<file path="config.mk">
export PLATFORM = sky130hd
export DESIGN_NAME = des_out_port
export DESIGN_NICKNAME = d
export VERILOG_FILES = /design/src/hdl/des_pkg.sv /design/src/hdl/des_out_port.sv
export VERILOG_INCLUDE_DIRS = /design/src /design/src/hdl
export SDC_FILE = /design/constraint.sdc
export NUM_CORES = 1
export LEC_CHECK = 0
export ABC_CLOCK_PERIOD_IN_PS = 4800
export BUFFER_PORTS_ARGS = -buffer_cell sky130_fd_sc_hd__buf_2
export CORE_ASPECT_RATIO = 0.75
export CORE_MARGIN = 1.5
export CORE_UTILIZATION = 37
export DETAILED_ROUTE_END_ITERATION = 10
export GPL_TIMING_DRIVEN = 0
export PLACE_DENSITY = 0.81
export SLEW_MARGIN = 20
export SYNTH_ARGS = -nofsm -noshare
export SYNTH_HDL_FRONTEND = slang
export SYNTH_SLANG_ARGS = --single-unit
</file>
<file path="constraint.sdc">
create_clock -name clk -period 4.8 [get_ports clk]
set_input_delay 0.72 -clock clk [delete_from_list [all_inputs] [get_ports clk]]
set_output_delay 0.72 -clock clk [all_outputs]
set_load 0.005 [all_outputs]
</file>
<file path="src/hdl/des_consts.svh">
`ifndef DES_CONSTS_SVH
`define DES_CONSTS_SVH

// Feistel rounds in the pipeline
`define DES_ROUNDS 16

// Result buffer entries, also the input credits the host owns after reset
`define DES_FIFO_DEPTH 4

// Credits the output port owns after reset
`define DES_OUT_CREDITS 2

`endif

</file>
<file path="src/hdl/des_pkg.sv">
`include "des_consts.svh"

package des_pkg;

    typedef logic [63:0] block_t;     // DES bit 1 sits at bit 63
    typedef logic [31:0] half_t;
    typedef logic [47:0] subkey_t;

    // Round 1 subkey in the top 48 bits
    typedef logic [`DES_ROUNDS*48-1:0] round_keys_t;

    typedef struct packed {
        block_t data;
        logic   decrypt;
    } des_req_t;

    // What moves from one round register to the next
    typedef struct packed {
        logic   valid;
        logic   decrypt;
        half_t  left;
        half_t  right;
    } stage_t;

    typedef enum logic [1:0] {
        st_idle,
        st_running,
        st_paused
    } run_state_e;

endpackage

</file>
<file path="src/hdl/des_out_port.sv">
`timescale 1ns/1ns

`include "des_consts.svh"

module des_out_port (
    input  logic                clk,
    input  logic                rst_n,
    input  logic                i_empty,
    input  des_pkg::des_req_t   i_data,
    input  logic                i_out_credit,
    output logic                o_pop,
    output des_pkg::des_req_t   o_res,
    output logic                o_res_valid
);

    localparam int CW = $clog2(`DES_OUT_CREDITS) + 1;

    logic [CW-1:0] credit_cnt;

    // Sink must have room for the result
    assign o_pop = (credit_cnt != '0) && !i_empty;

    always_ff @(posedge clk) begin
        if (!rst_n) begin
            credit_cnt  <= CW'(`DES_OUT_CREDITS);
            o_res_valid <= 1'b0;
        end else begin
            credit_cnt  <= credit_cnt + CW'(i_out_credit) - CW'(o_pop);
            o_res_valid <= o_pop;                       // Single cycle per result
        end
    end

    always_ff @(posedge clk) begin
        if (o_pop) begin
            o_res <= i_data;
        end
    end

endmodule

</file>
# == Word-level counts from Yosys, hierarchy flattened ==
# Index checks and enable logic that the tools add are counted.
# word_totals
reg_bits,68
out_inout_bits,67
# classes
addsub,2
n_reduce_logical,3
# ops
op,n
2-bit by 1-bit adder with 2-bit output,1
2-bit nonzero test,1
2-bit by 1-bit subtractor with 2-bit output,1
1-bit logical AND,1
1-bit zero test,1

# == Depth between registers and ports, before layout ==
# logic_depth
ltp_word,3
depth_mapped,7

# == Worst setup path after synthesis ==
# Ideal clock, no wire load.
# synth_path
kind,input to register
from,input port i_empty
to,register credit_cnt[1]
setup_ns,0.059
t_arrival_ns,4.566
required_time_ns,4.741
slack_ns,0.175
cell_stages,6
path_buffers,0
cell_sequence,nor2_1 -> ha_1 -> inv_1 -> ha_1 -> xnor3_1 -> nand2_1
# synth_via
elab_chain_cells,3
# synth_rtl
element,line_no,rtl
start: declaration,des_out_port.sv:8,"input logic i_empty,"
1-bit zero test,des_out_port.sv:21,assign o_pop = (credit_cnt != '0) && !i_empty;
1-bit logical AND,des_out_port.sv:21,
2-bit by 1-bit subtractor with 2-bit output,des_out_port.sv:28,credit_cnt <= credit_cnt + CW'(i_out_credit) - CW'(o_pop);
end signal: assignment,des_out_port.sv:25,credit_cnt <= CW'(`DES_OUT_CREDITS);
end signal: assignment,des_out_port.sv:28,
end: declaration,des_out_port.sv:18,logic [CW-1:0] credit_cnt;
# Every way passes these cells.
# A chain may end at the register's enable or synchronous reset.

# == Worst setup path in the final report ==
# layout_path
from,input port i_empty
to,output port o_pop
# layout_via
elab_chain_cells,2
# layout_rtl
element,line_no,rtl
1-bit zero test,des_out_port.sv:21,
1-bit logical AND,des_out_port.sv:21,
end: declaration,des_out_port.sv:11,"output logic o_pop,"
# Every way passes these cells.

==> metrics <==
vias in the first global route 1172; largest voltage drop on the vdd net 290 uV; DRC violation total after the first TritonRoute iteration 35; Setup crit start i_empty; crit path DAT 1.82 ns; leading post-synthesis cells by instance count edfxtp_1 (65), dfxtp_1 (3), ha_1 (2), inv_1 (2), nor2_1 (2); sequential fraction of the synthesis area 0.962; Post-synth top flop edfxtp_1; main combinational cell family by area after synthesis adder cells; insertion delay of the later-clocked pin in the worst-skew pair 0.32 ns; Max Cap Viol 0; number of buffers on the longest clock path 2; floorplan die width 89.8 um; path class of the lowest-slack min-delay path in -> reg; class of the most critical setup path in -> out; area share of the largest cell type after synthesis 0.933; post-route cell area 3110 um^2; Power per Cell Area 472 nW/um^2; required time of the worst setup path 4.08 ns; share of final-layout standard cells stronger than drive strength 1 0.654; First-pass DRT Iterations 2; post-synthesis cell area 2090 um^2; post-route clock skew 0.00670 ns; mean post-synth cell area 26.8 um^2; height of the die 68.1 um; CTS HTree Levels 3; maximum number of pins on one net before global-route repair 29; post-synthesis cell type count 9; CP max-delay cell nor2_4; Synth Area in Simple Gates 0.0120; layout net count 297; TritonCTS clock tree done; ys async rst share 0; pre-CTS setup slack 2.22 ns; Seq cells post-synth 68; first-pass GRT wire length 5.64 mm; period utilisation layout 0.530; worst hold slack across all endpoints 0.566 ns; number of setup violations in the final report 0; compound-gate portion of the synthesized area 0; startpoint type of the worst setup path primary input; number of flops mapped to enable cells by yosys 65; aggregate negative setup slack 0 ns; pins over their slew limit 0; Hold EP o_res[58]; worst slew pin tran 0.464 ns; area of the placeable core 5410 um^2; total detailed-routing wirelength 3.93 mm; reg-to-reg setup timing slack 2.96 ns; CTS sink cnt 68; post-detailed-placement cell area 2920 um^2; Highest Clock Rate 0.393 GHz; gr usage total 0.131; Total Power Consumption 1.47 mW; cell depth of the worst flop-to-flop path 8; Hold Fails Final Rpt 0; number of nets produced by synthesis 149; endpoint type of the worst setup path output port; most numerous cell in the Yosys netlist edfxtp_1; Post-Syn Instances 78; number of clock buffers inserted by TritonCTS 9; total of warnings raised by yosys 0; final critical path time including I/O delays and setup 2.54 ns; cell repeated most along the worst path buf_2; count of placed standard cells including taps 290; Post CTS Setup Buffer Count 0; clock-pin slew on the worst setup and hold paths 0.07 ns; Reg-to-Reg Start credit_cnt[1]; initial standard-cell utilization of the core 0.387; number of port buffers 135; DR DRC count 0; RD Place Congestion 0.676; status completed; count of cells along the worst hold path 1; delay of the slowest cell on the worst path 0.39 ns; Vias 1283; Vias/cell 4.19; detailed-route wire length per cell 12.8 um; total congestion overflow after global routing 0; area of the die 6120 um^2; destination of the worst register-to-register timing path credit_cnt[1]; cell taking the most area after synthesis edfxtp_1; least setup slack across all paths after layout 2.26 ns; crit-path cells buf_2, nor2_4, buf_12, buf_16, buf_2; xor/xnor cell area share of the yosys netlist 0.0108; area grow syn2layout 48.9%; number of hold-repair buffers added at the cts stage 0; CTS resizes 0; hold wc startpoint i_data[58]; unrepaired setup endpoints after global routing no; post-synthesis mux area share 0; max-slew headroom at the worst pin 0.690; non-filler cells in the finished layout 306; Cell Rows 23; final core utilization 0.576; cells taking the most area after synthesis edfxtp_1 (93%), dfxtp_1 (2.9%), ha_1 (1.2%); LEAKAGE 1.36 nW; buffer type at the clock tree root clkbuf_8; crit-path max FO 28; DPL Wire Length 3.05 mm; adder and majority gate portion of the synthesized area 0.0120; post-route ant nets 0; initial antenna violation count 0; I/O Pins 136; number of antenna diodes 0
## how the worst max path moves through the flow
stage	end	slack, ns	cells past startpoint
CTS	o_pop	2.22	5
floorplan	credit_cnt[1]	0.17	6
detailed placement	o_pop	2.22	5
global placement	o_pop	-0.84	3
global route	o_pop	2.15	5
finish	o_pop	2.26	5
## state kept, by name, indices dropped and copies added (netlist names)
register,flops
o_res_valid,1
credit_cnt,2
o_res,65
## cells in the final DEF (no fill, tap or decap)
cell type	n
and2_1	1
buf_12	1
buf_16	1
buf_2	135
bufinv_16	1
clkbuf_1	3
clkbuf_8	11
clkinv_2	1
dfxtp_1	3
edfxtp_1	65
ha_1	2
inv_1	2
nand2_1	1
nor2_1	1
nor2_4	1
nor3b_1	1
xnor3_1	1
## critical path, delay by kind of cell
kind / cells / cell delay (ns)
buffers and inverters: 4 / 0.71
and+or+nand+nor: 1 / 0.39
## layer usage
layer | track usage | wire length [um] | vias up
met5 | 0 | 0 | -
met3 | 0.0833 | 532 | 3
met2 | 0.204 | 1880 | 94
met4 | 0.0655 | 18 | 0
met1 | 0.143 | 1500 | 582
li1 | - | - | 604
## cells by family (layout without fill, tap and decap cells)
group,Yosys count,after routing
flip-flops,68,68
AND/OR/NAND/NOR,5,5
adder cells (fa/ha/maj),2,2
buffers and inverters,2,155
XOR/XNOR,1,1
## final cells by class
type	instances	area, um^2
multi-input cells	8	80.1
inverters	2	7.51
repair buffers	137	723
fillers	463	2300
well taps	75	93.8
clock inverters	2	35.0
flip-flops and latches	68	2010
clock buffers	14	163
## where the power goes
| group | switching [mW] | internal, mW |
|---|---|---|
| Clock | 0.183 | 0.268 |
| Sequential | 0.0208 | 0.768 |
| Combinational | 0.118 | 0.113 |
Power figures use the tool's default switching activity.
