<file path="src/hdl/des_consts.svh">
`ifndef DES_CONSTS_SVH
`define DES_CONSTS_SVH

// Feistel rounds in the pipeline
`define DES_ROUNDS 16

// Result buffer entries, also the input credits the host owns after reset
`define DES_FIFO_DEPTH 4

// Credits the output port owns after reset
`define DES_OUT_CREDITS 2

`endif

</file>
<file path="src/hdl/des_pkg.sv">
`include "des_consts.svh"

package des_pkg;

    typedef logic [63:0] block_t;     // DES bit 1 sits at bit 63
    typedef logic [31:0] half_t;
    typedef logic [47:0] subkey_t;

    // Round 1 subkey in the top 48 bits
    typedef logic [`DES_ROUNDS*48-1:0] round_keys_t;

    typedef struct packed {
        block_t data;
        logic   decrypt;
    } des_req_t;

    // What moves from one round register to the next
    typedef struct packed {
        logic   valid;
        logic   decrypt;
        half_t  left;
        half_t  right;
    } stage_t;

    typedef enum logic [1:0] {
        st_idle,
        st_running,
        st_paused
    } run_state_e;

endpackage

</file>
<file path="src/hdl/des_result_fifo.sv">
`timescale 1ns/1ns

`include "des_consts.svh"

module des_result_fifo (
    input  logic                clk,
    input  logic                rst_n,
    input  logic                i_flush,
    input  logic                i_write,
    input  des_pkg::des_req_t   i_data,
    input  logic                i_pop,
    output des_pkg::des_req_t   o_data,
    output logic                o_empty,
    output logic                o_credit
);

    localparam int AW = $clog2(`DES_FIFO_DEPTH);

    des_pkg::des_req_t mem [`DES_FIFO_DEPTH];
    logic [AW-1:0]     wr_ptr;
    logic [AW-1:0]     rd_ptr;
    logic [AW:0]       count;

    always_ff @(posedge clk) begin
        if (!rst_n || i_flush) begin
            wr_ptr <= '0;
            rd_ptr <= '0;
            count  <= '0;
        end else begin
            if (i_write) wr_ptr <= wr_ptr + 1'b1;        // Depth is a power of two
            if (i_pop) rd_ptr <= rd_ptr + 1'b1;
            count <= count + (AW+1)'(i_write) - (AW+1)'(i_pop);
        end
    end

    always_ff @(posedge clk) begin
        if (i_write) begin
            mem[wr_ptr] <= i_data;
        end
    end

    // One input credit back per freed entry
    always_ff @(posedge clk) begin
        if (!rst_n) begin
            o_credit <= 1'b0;
        end else begin
            o_credit <= i_pop;
        end
    end

    assign o_data  = mem[rd_ptr];
    assign o_empty = (count == '0) | i_flush;           // Nothing leaves while clearing

endmodule

</file>
<file path="config.mk">
export PLATFORM = sky130hd
export DESIGN_NAME = des_result_fifo
export DESIGN_NICKNAME = d
export VERILOG_FILES = /design/src/hdl/des_pkg.sv /design/src/hdl/des_result_fifo.sv
export VERILOG_INCLUDE_DIRS = /design/src /design/src/hdl
export SDC_FILE = /design/constraint.sdc
export NUM_CORES = 1
export LEC_CHECK = 0
export BUFFER_PORTS_ARGS = -buffer_cell sky130_fd_sc_hd__buf_4
export CORE_ASPECT_RATIO = 1.1
export CORE_MARGIN = 1
export CORE_UTILIZATION = 51
export DETAILED_ROUTE_END_ITERATION = 7
export PLACE_DENSITY_LB_ADDON = 0.05
export SLEW_MARGIN = 20
export SYNTH_ARGS = -nofsm -noshare
export SYNTH_HDL_FRONTEND = slang
export SYNTH_SLANG_ARGS = --single-unit
</file>
<file path="constraint.sdc">
create_clock -name clk -period 2.6 [get_ports clk]
set_input_delay 0.65 -clock clk [delete_from_list [all_inputs] [get_ports clk]]
set_output_delay 0.65 -clock clk [all_outputs]
set_load 0.01 [all_outputs]
</file>
=== Word level (Yosys, flattened, before mapping) ===
Memories as Yosys holds them, arrays and structs flattened. A register that Yosys moved wholly into a read port is not among the register bits.
Index checks and enable logic that the tools add are counted.

* Flip-flop bits (word level): 8
* Memory bits (writable): 260
* Bits of input ports: 70
* Output and inout bits: 67
* Word-level logic and storage cells: 17
* Memories: 1

* Add/sub/neg operators: 4
* Muxes and demuxes: 4
* Bitwise gates (word level): 1
* Reduce and logical (&&, ||, !) cells: 3

{| class="wikitable"
|+ Memories
! memory !! words !! bits a word !! read ports !! clocked after Yosys merged registers in !! wr ports !! line !! source
|-
| mem || 4 || 65 || 1 || 1 || 1 || des_result_fifo.sv:19 || <nowiki>des_pkg::des_req_t mem [`DES_FIFO_DEPTH];</nowiki>
|}

{| class="wikitable"
|+ Operators with widths
! kind !! number
|-
| 2-bit by 1-bit adder with 2-bit output (second input constant) || 2
|-
| 2-bit two-way mux || 2
|-
| 3-bit by 1-bit adder with 3-bit output || 1
|-
| 3-bit logical NOT || 1
|-
| 3-bit by 1-bit subtractor with 3-bit output || 1
|-
| 1-bit two-way mux || 2
|-
| 1-bit logical NOT || 1
|-
| 1-bit logical OR || 1
|-
| 1-bit OR || 1
|}

=== Longest topological paths before layout ===
* Depth after elaboration: 3
* Depth in mapped cells: 7
* Depth with buffers taken out: 7

=== Worst setup path before layout ===
OpenSTA, ideal clock, no wires.

* Kind: input to register
* From: in i_write
* To: mem mem[0][0] in the netlist's numbering, enable pin
* Setup time: 0.430 ns
* Data arrival time: 2.179 ns
* Required time: 2.170 ns
* Setup slack: -0.009 ns
* Stages on the path: 1
* Buffers on the path: 0
* Cells stage by stage: and2_1

* Longest elaborated chain between the ends: 2

{| class="wikitable"
|+ Ends and longest elaborated chain
! item !! line !! source
|-
| start: declaration || des_result_fifo.sv:9 || <nowiki>input logic i_write,</nowiki>
|-
| 1-bit two-way mux || des_result_fifo.sv:37 || <nowiki>if (i_write) begin</nowiki>
|-
| 1-bit two-way mux (not written as such) || des_result_fifo.sv:38 || <nowiki>mem[wr_ptr] <= i_data;</nowiki>
|-
| end: declaration || des_result_fifo.sv:19 ||
|}

No other way between the ends.

==> results by group <==
Detailed routing
  • DR iter-0 viols: between 200 and 250
  • WL met1: about 7000 um
  • DRC: 0
  • Wire per inst: 21.1 um
  • Vias/cell: ~5.4
  • Post-route ant nets: 0
  • Pre-Repair DR Iteration Count: 4
  • DR vias: approximately 4500
  • Final WL: about 17000 um
  • Top Metal Used: met4
  • Met2 wire length: around 9000 um
  • DR WL met3: 1060 um

Synth
  • Synth unique cells: 22
  • Sequential element share of the synthesized area: around four fifths
  • Prevailing post-synth register cell: edfxtp_1
  • Post-Syn Instances: between 300 and 400
  • Synthesis-stage register bit count: 270
  • Post-Syn Nets: between 400 and 500
  • Synthesized area: around 9900 um2
  • Async set-reset flop share out of synthesis: 0%
  • Syn avg cell area: about 26 um2
  • EDFF count, synth: 260
  • Ys Warns: 0

Critical path
  • Setup crit end kind: output pin
  • Max FO, Critical Path: 11
  • R2r startpoint: wr_ptr[0]$_SDFFE_PP0P_
  • Largest stage delay, worst path: about 550 ps
  • WS Path Type: reg2out
  • CP bufs+invs: 3
  • Cell depth of the worst flop-to-flop path: 4
  • R2R Path End: mem[0][43]$_DFFE_PP_
  • Worst setup SP type: flop
  • R2r setup slk: between 1000 and 1500 ps
  • Delay-heaviest family, CP: multiplexers
  • CP most frequent cell: buf_6
  • CP max-delay cell: mux4_2
  • Critical path required time: between 1500 and 2000 ps
  • Critical path cell sequence: buf_6, buf_12, mux4_2, buf_6
  • Arrival @ worst endpoint: roughly 1900 ps

Clock network
  • H-tree depth: 1
  • Root buffer cell: clkbuf_16
  • Num CTS Buffers: 26
  • Clk Latency, worst-skew pair: between 500 and 600 ps
  • Clk sinks: 270
  • CTS tree: done
  • Reg clk slew, reported paths: roughly 60 ps
  • Max Root-Sink Buffers: 3
  • Hold-fix buffers, CTS: 0

Min path
  • Hold Path Sink: mem[1][45]$_DFFE_PP_
  • Worst Hold Depth: 1
  • Worst hold start: i_data[45]
  • Hold WC Path Type: in2reg

STA
  • RSZ-0062 raised after global routing: true
  • Worst Clk Skew: 8.31 ps
  • Tcrit/Tclk final: between 90% and 100%
  • Fin. max-slew vios: 0
  • Fin crit period: 2560 ps
  • Final Setup Violations: 0
  • Fin. Hold Viols: 0
  • FMAX: about 400 MHz
  • Slew HR: between 60% and 70%
  • Slew @ Worst Pin: between 400 and 500 ps

Layout
  • Fraction of layout cells with a size suffix above 1: between 40% and 50%
  • Final nets: between 600 and 700
  • Layout area overhead: 25.0%
  • Finished Layout Cells: between 800 and 900
  • Commonest non-fill, non-tap cells in the layout: edfxtp_1, buf_4, mux4_2, clkbuf_16, buf_6
  • Final Cell Area: 12400 um2
  • N_diodes: 0
  • Leading cell type in the layout, fill and taps excluded: edfxtp_1

Global route
  • Vias in the first global route: between 4000 and 5000
  • Gr ovfl total: 0
  • Initial antenna violation count: 0
  • Largest net degree at the start of global routing: 34
  • Tot GR Track Use: ~18%
  • First-pass GRT wire length: ~27000 um

Placement
  • Placed cells: 769
  • PortBufs: ~140
  • Dpl cell area: about 11000 um2
  • HPWL reported at the end of detailed placement: between 10000 and 15000 um
  • GP Congestion: approximately 0.68

Power and ir drop
  • Lkg Pwr: roughly 4.2 nW
  • Power per Cell Area: around 760 nW/um2
  • Final Total Pwr: between 9 and 10 mW
  • VDD IR-drop max: approximately 520 uV

Floorplanning
  • Io pins: 137
  • FP Rows: 53
  • Die X-Extent: roughly 130 um
  • CORE AREA: between 15000 and 20000 um2
  • DIE AREA: 20000 um2
  • Die height: approximately 150 um
  • Initial core utilization: a little over half

Run status
  • Status: complete, no violations

Run
  • Max Cap Viol: 0
## area by class of cell
cell class | instances | area [um2]
inverters | 8 | 30.0
well taps | 247 | 309
clock inverters | 10 | 149
clock buffers | 37 | 723
repair buffers | 160 | 1430
multi-input cells | 94 | 1720
flip-flops and latches | 270 | 8020
fillers | 1271 | 6660
## Yosys cell counts (2+ instances only)
| master | number | area [um2] |
|---|---|---|
| and2_1 | 5 | 31.3 |
| buf_12 | 5 | 100 |
| buf_2 | 6 | 30.0 |
| clkbuf_1 | 2 | 7.51 |
| dfxtp_1 | 10 | 200 |
| edfxtp_1 | 260 | 7810 |
| ha_1 | 6 | 75.1 |
| inv_1 | 8 | 30.0 |
| mux4_2 | 65 | 1460 |
| nor2_1 | 7 | 26.3 |
| xnor2_1 | 2 | 17.5 |
## flip-flops by register name, indices dropped and copies added (netlist names), named ones only
| name | flops |
|---|---|
| wr_ptr | 2 |
| mem | 260 |
| count | 3 |
| rd_ptr | 2 |
| o_credit | 1 |
## power breakdown
| group | leakage [nW] | internal [mW] | switching [mW] |
|---|---|---|---|
| logic | 1.33 | 0.370 | 0.292 |
| clock network | 0.420 | 2.32 | 1.47 |
| registers | 2.47 | 4.89 | 0.0310 |
## cell families after synthesis
kind of cell	synth area share, %
AND/OR/NAND/NOR	0.834
buffers and inverters	1.88
AO/OA/AOI/OAI	0.152
XOR/XNOR	0.417
multiplexers	14.9
flip-flops	80.9
adder cells (fa/ha/maj)	0.960
## metal layers
metal,track usage (%),up-vias
met5,0,-
met4,5.67,0
met3,4.29,27
met2,31.8,135
met1,22.0,2351
li1,-,1986
## metrics by stage
step	setup slack [ps]	util (%)	TNS, ps	hold slack (ps)
after CTS	-13.3	64.5	-39.8	305
after floorplan	696	-	0	499
final	43.8	65.0	0	327
after global placement	412	59.4	0	512
after global routing	-16.3	65.0	-118	307
after detailed placement	389	59.4	0	530
## worst max path at each step
stage,depth (start not counted),start,to,slack [ps]
4_1_cts,4,flop,o_data[6],-10
5_1_grt,3,flop,o_data[64],-20
3_5_place_dp,3,flop,o_data[1],390
3_3_place_gp,3,flop,o_data[1],410
6_report,4,flop,o_data[1],40
2_1_floorplan,1,i_write,mem[0][0]$_DFFE_PP_,700
## timing repair
item | 4_1_cts | 5_1_grt
resized for setup | 3 | 14
endpoints found under the setup margin | 56 | 37
setup buffers | 7 | 0
gates cloned | 1 | 2
(Power assumes the default switching activity.)
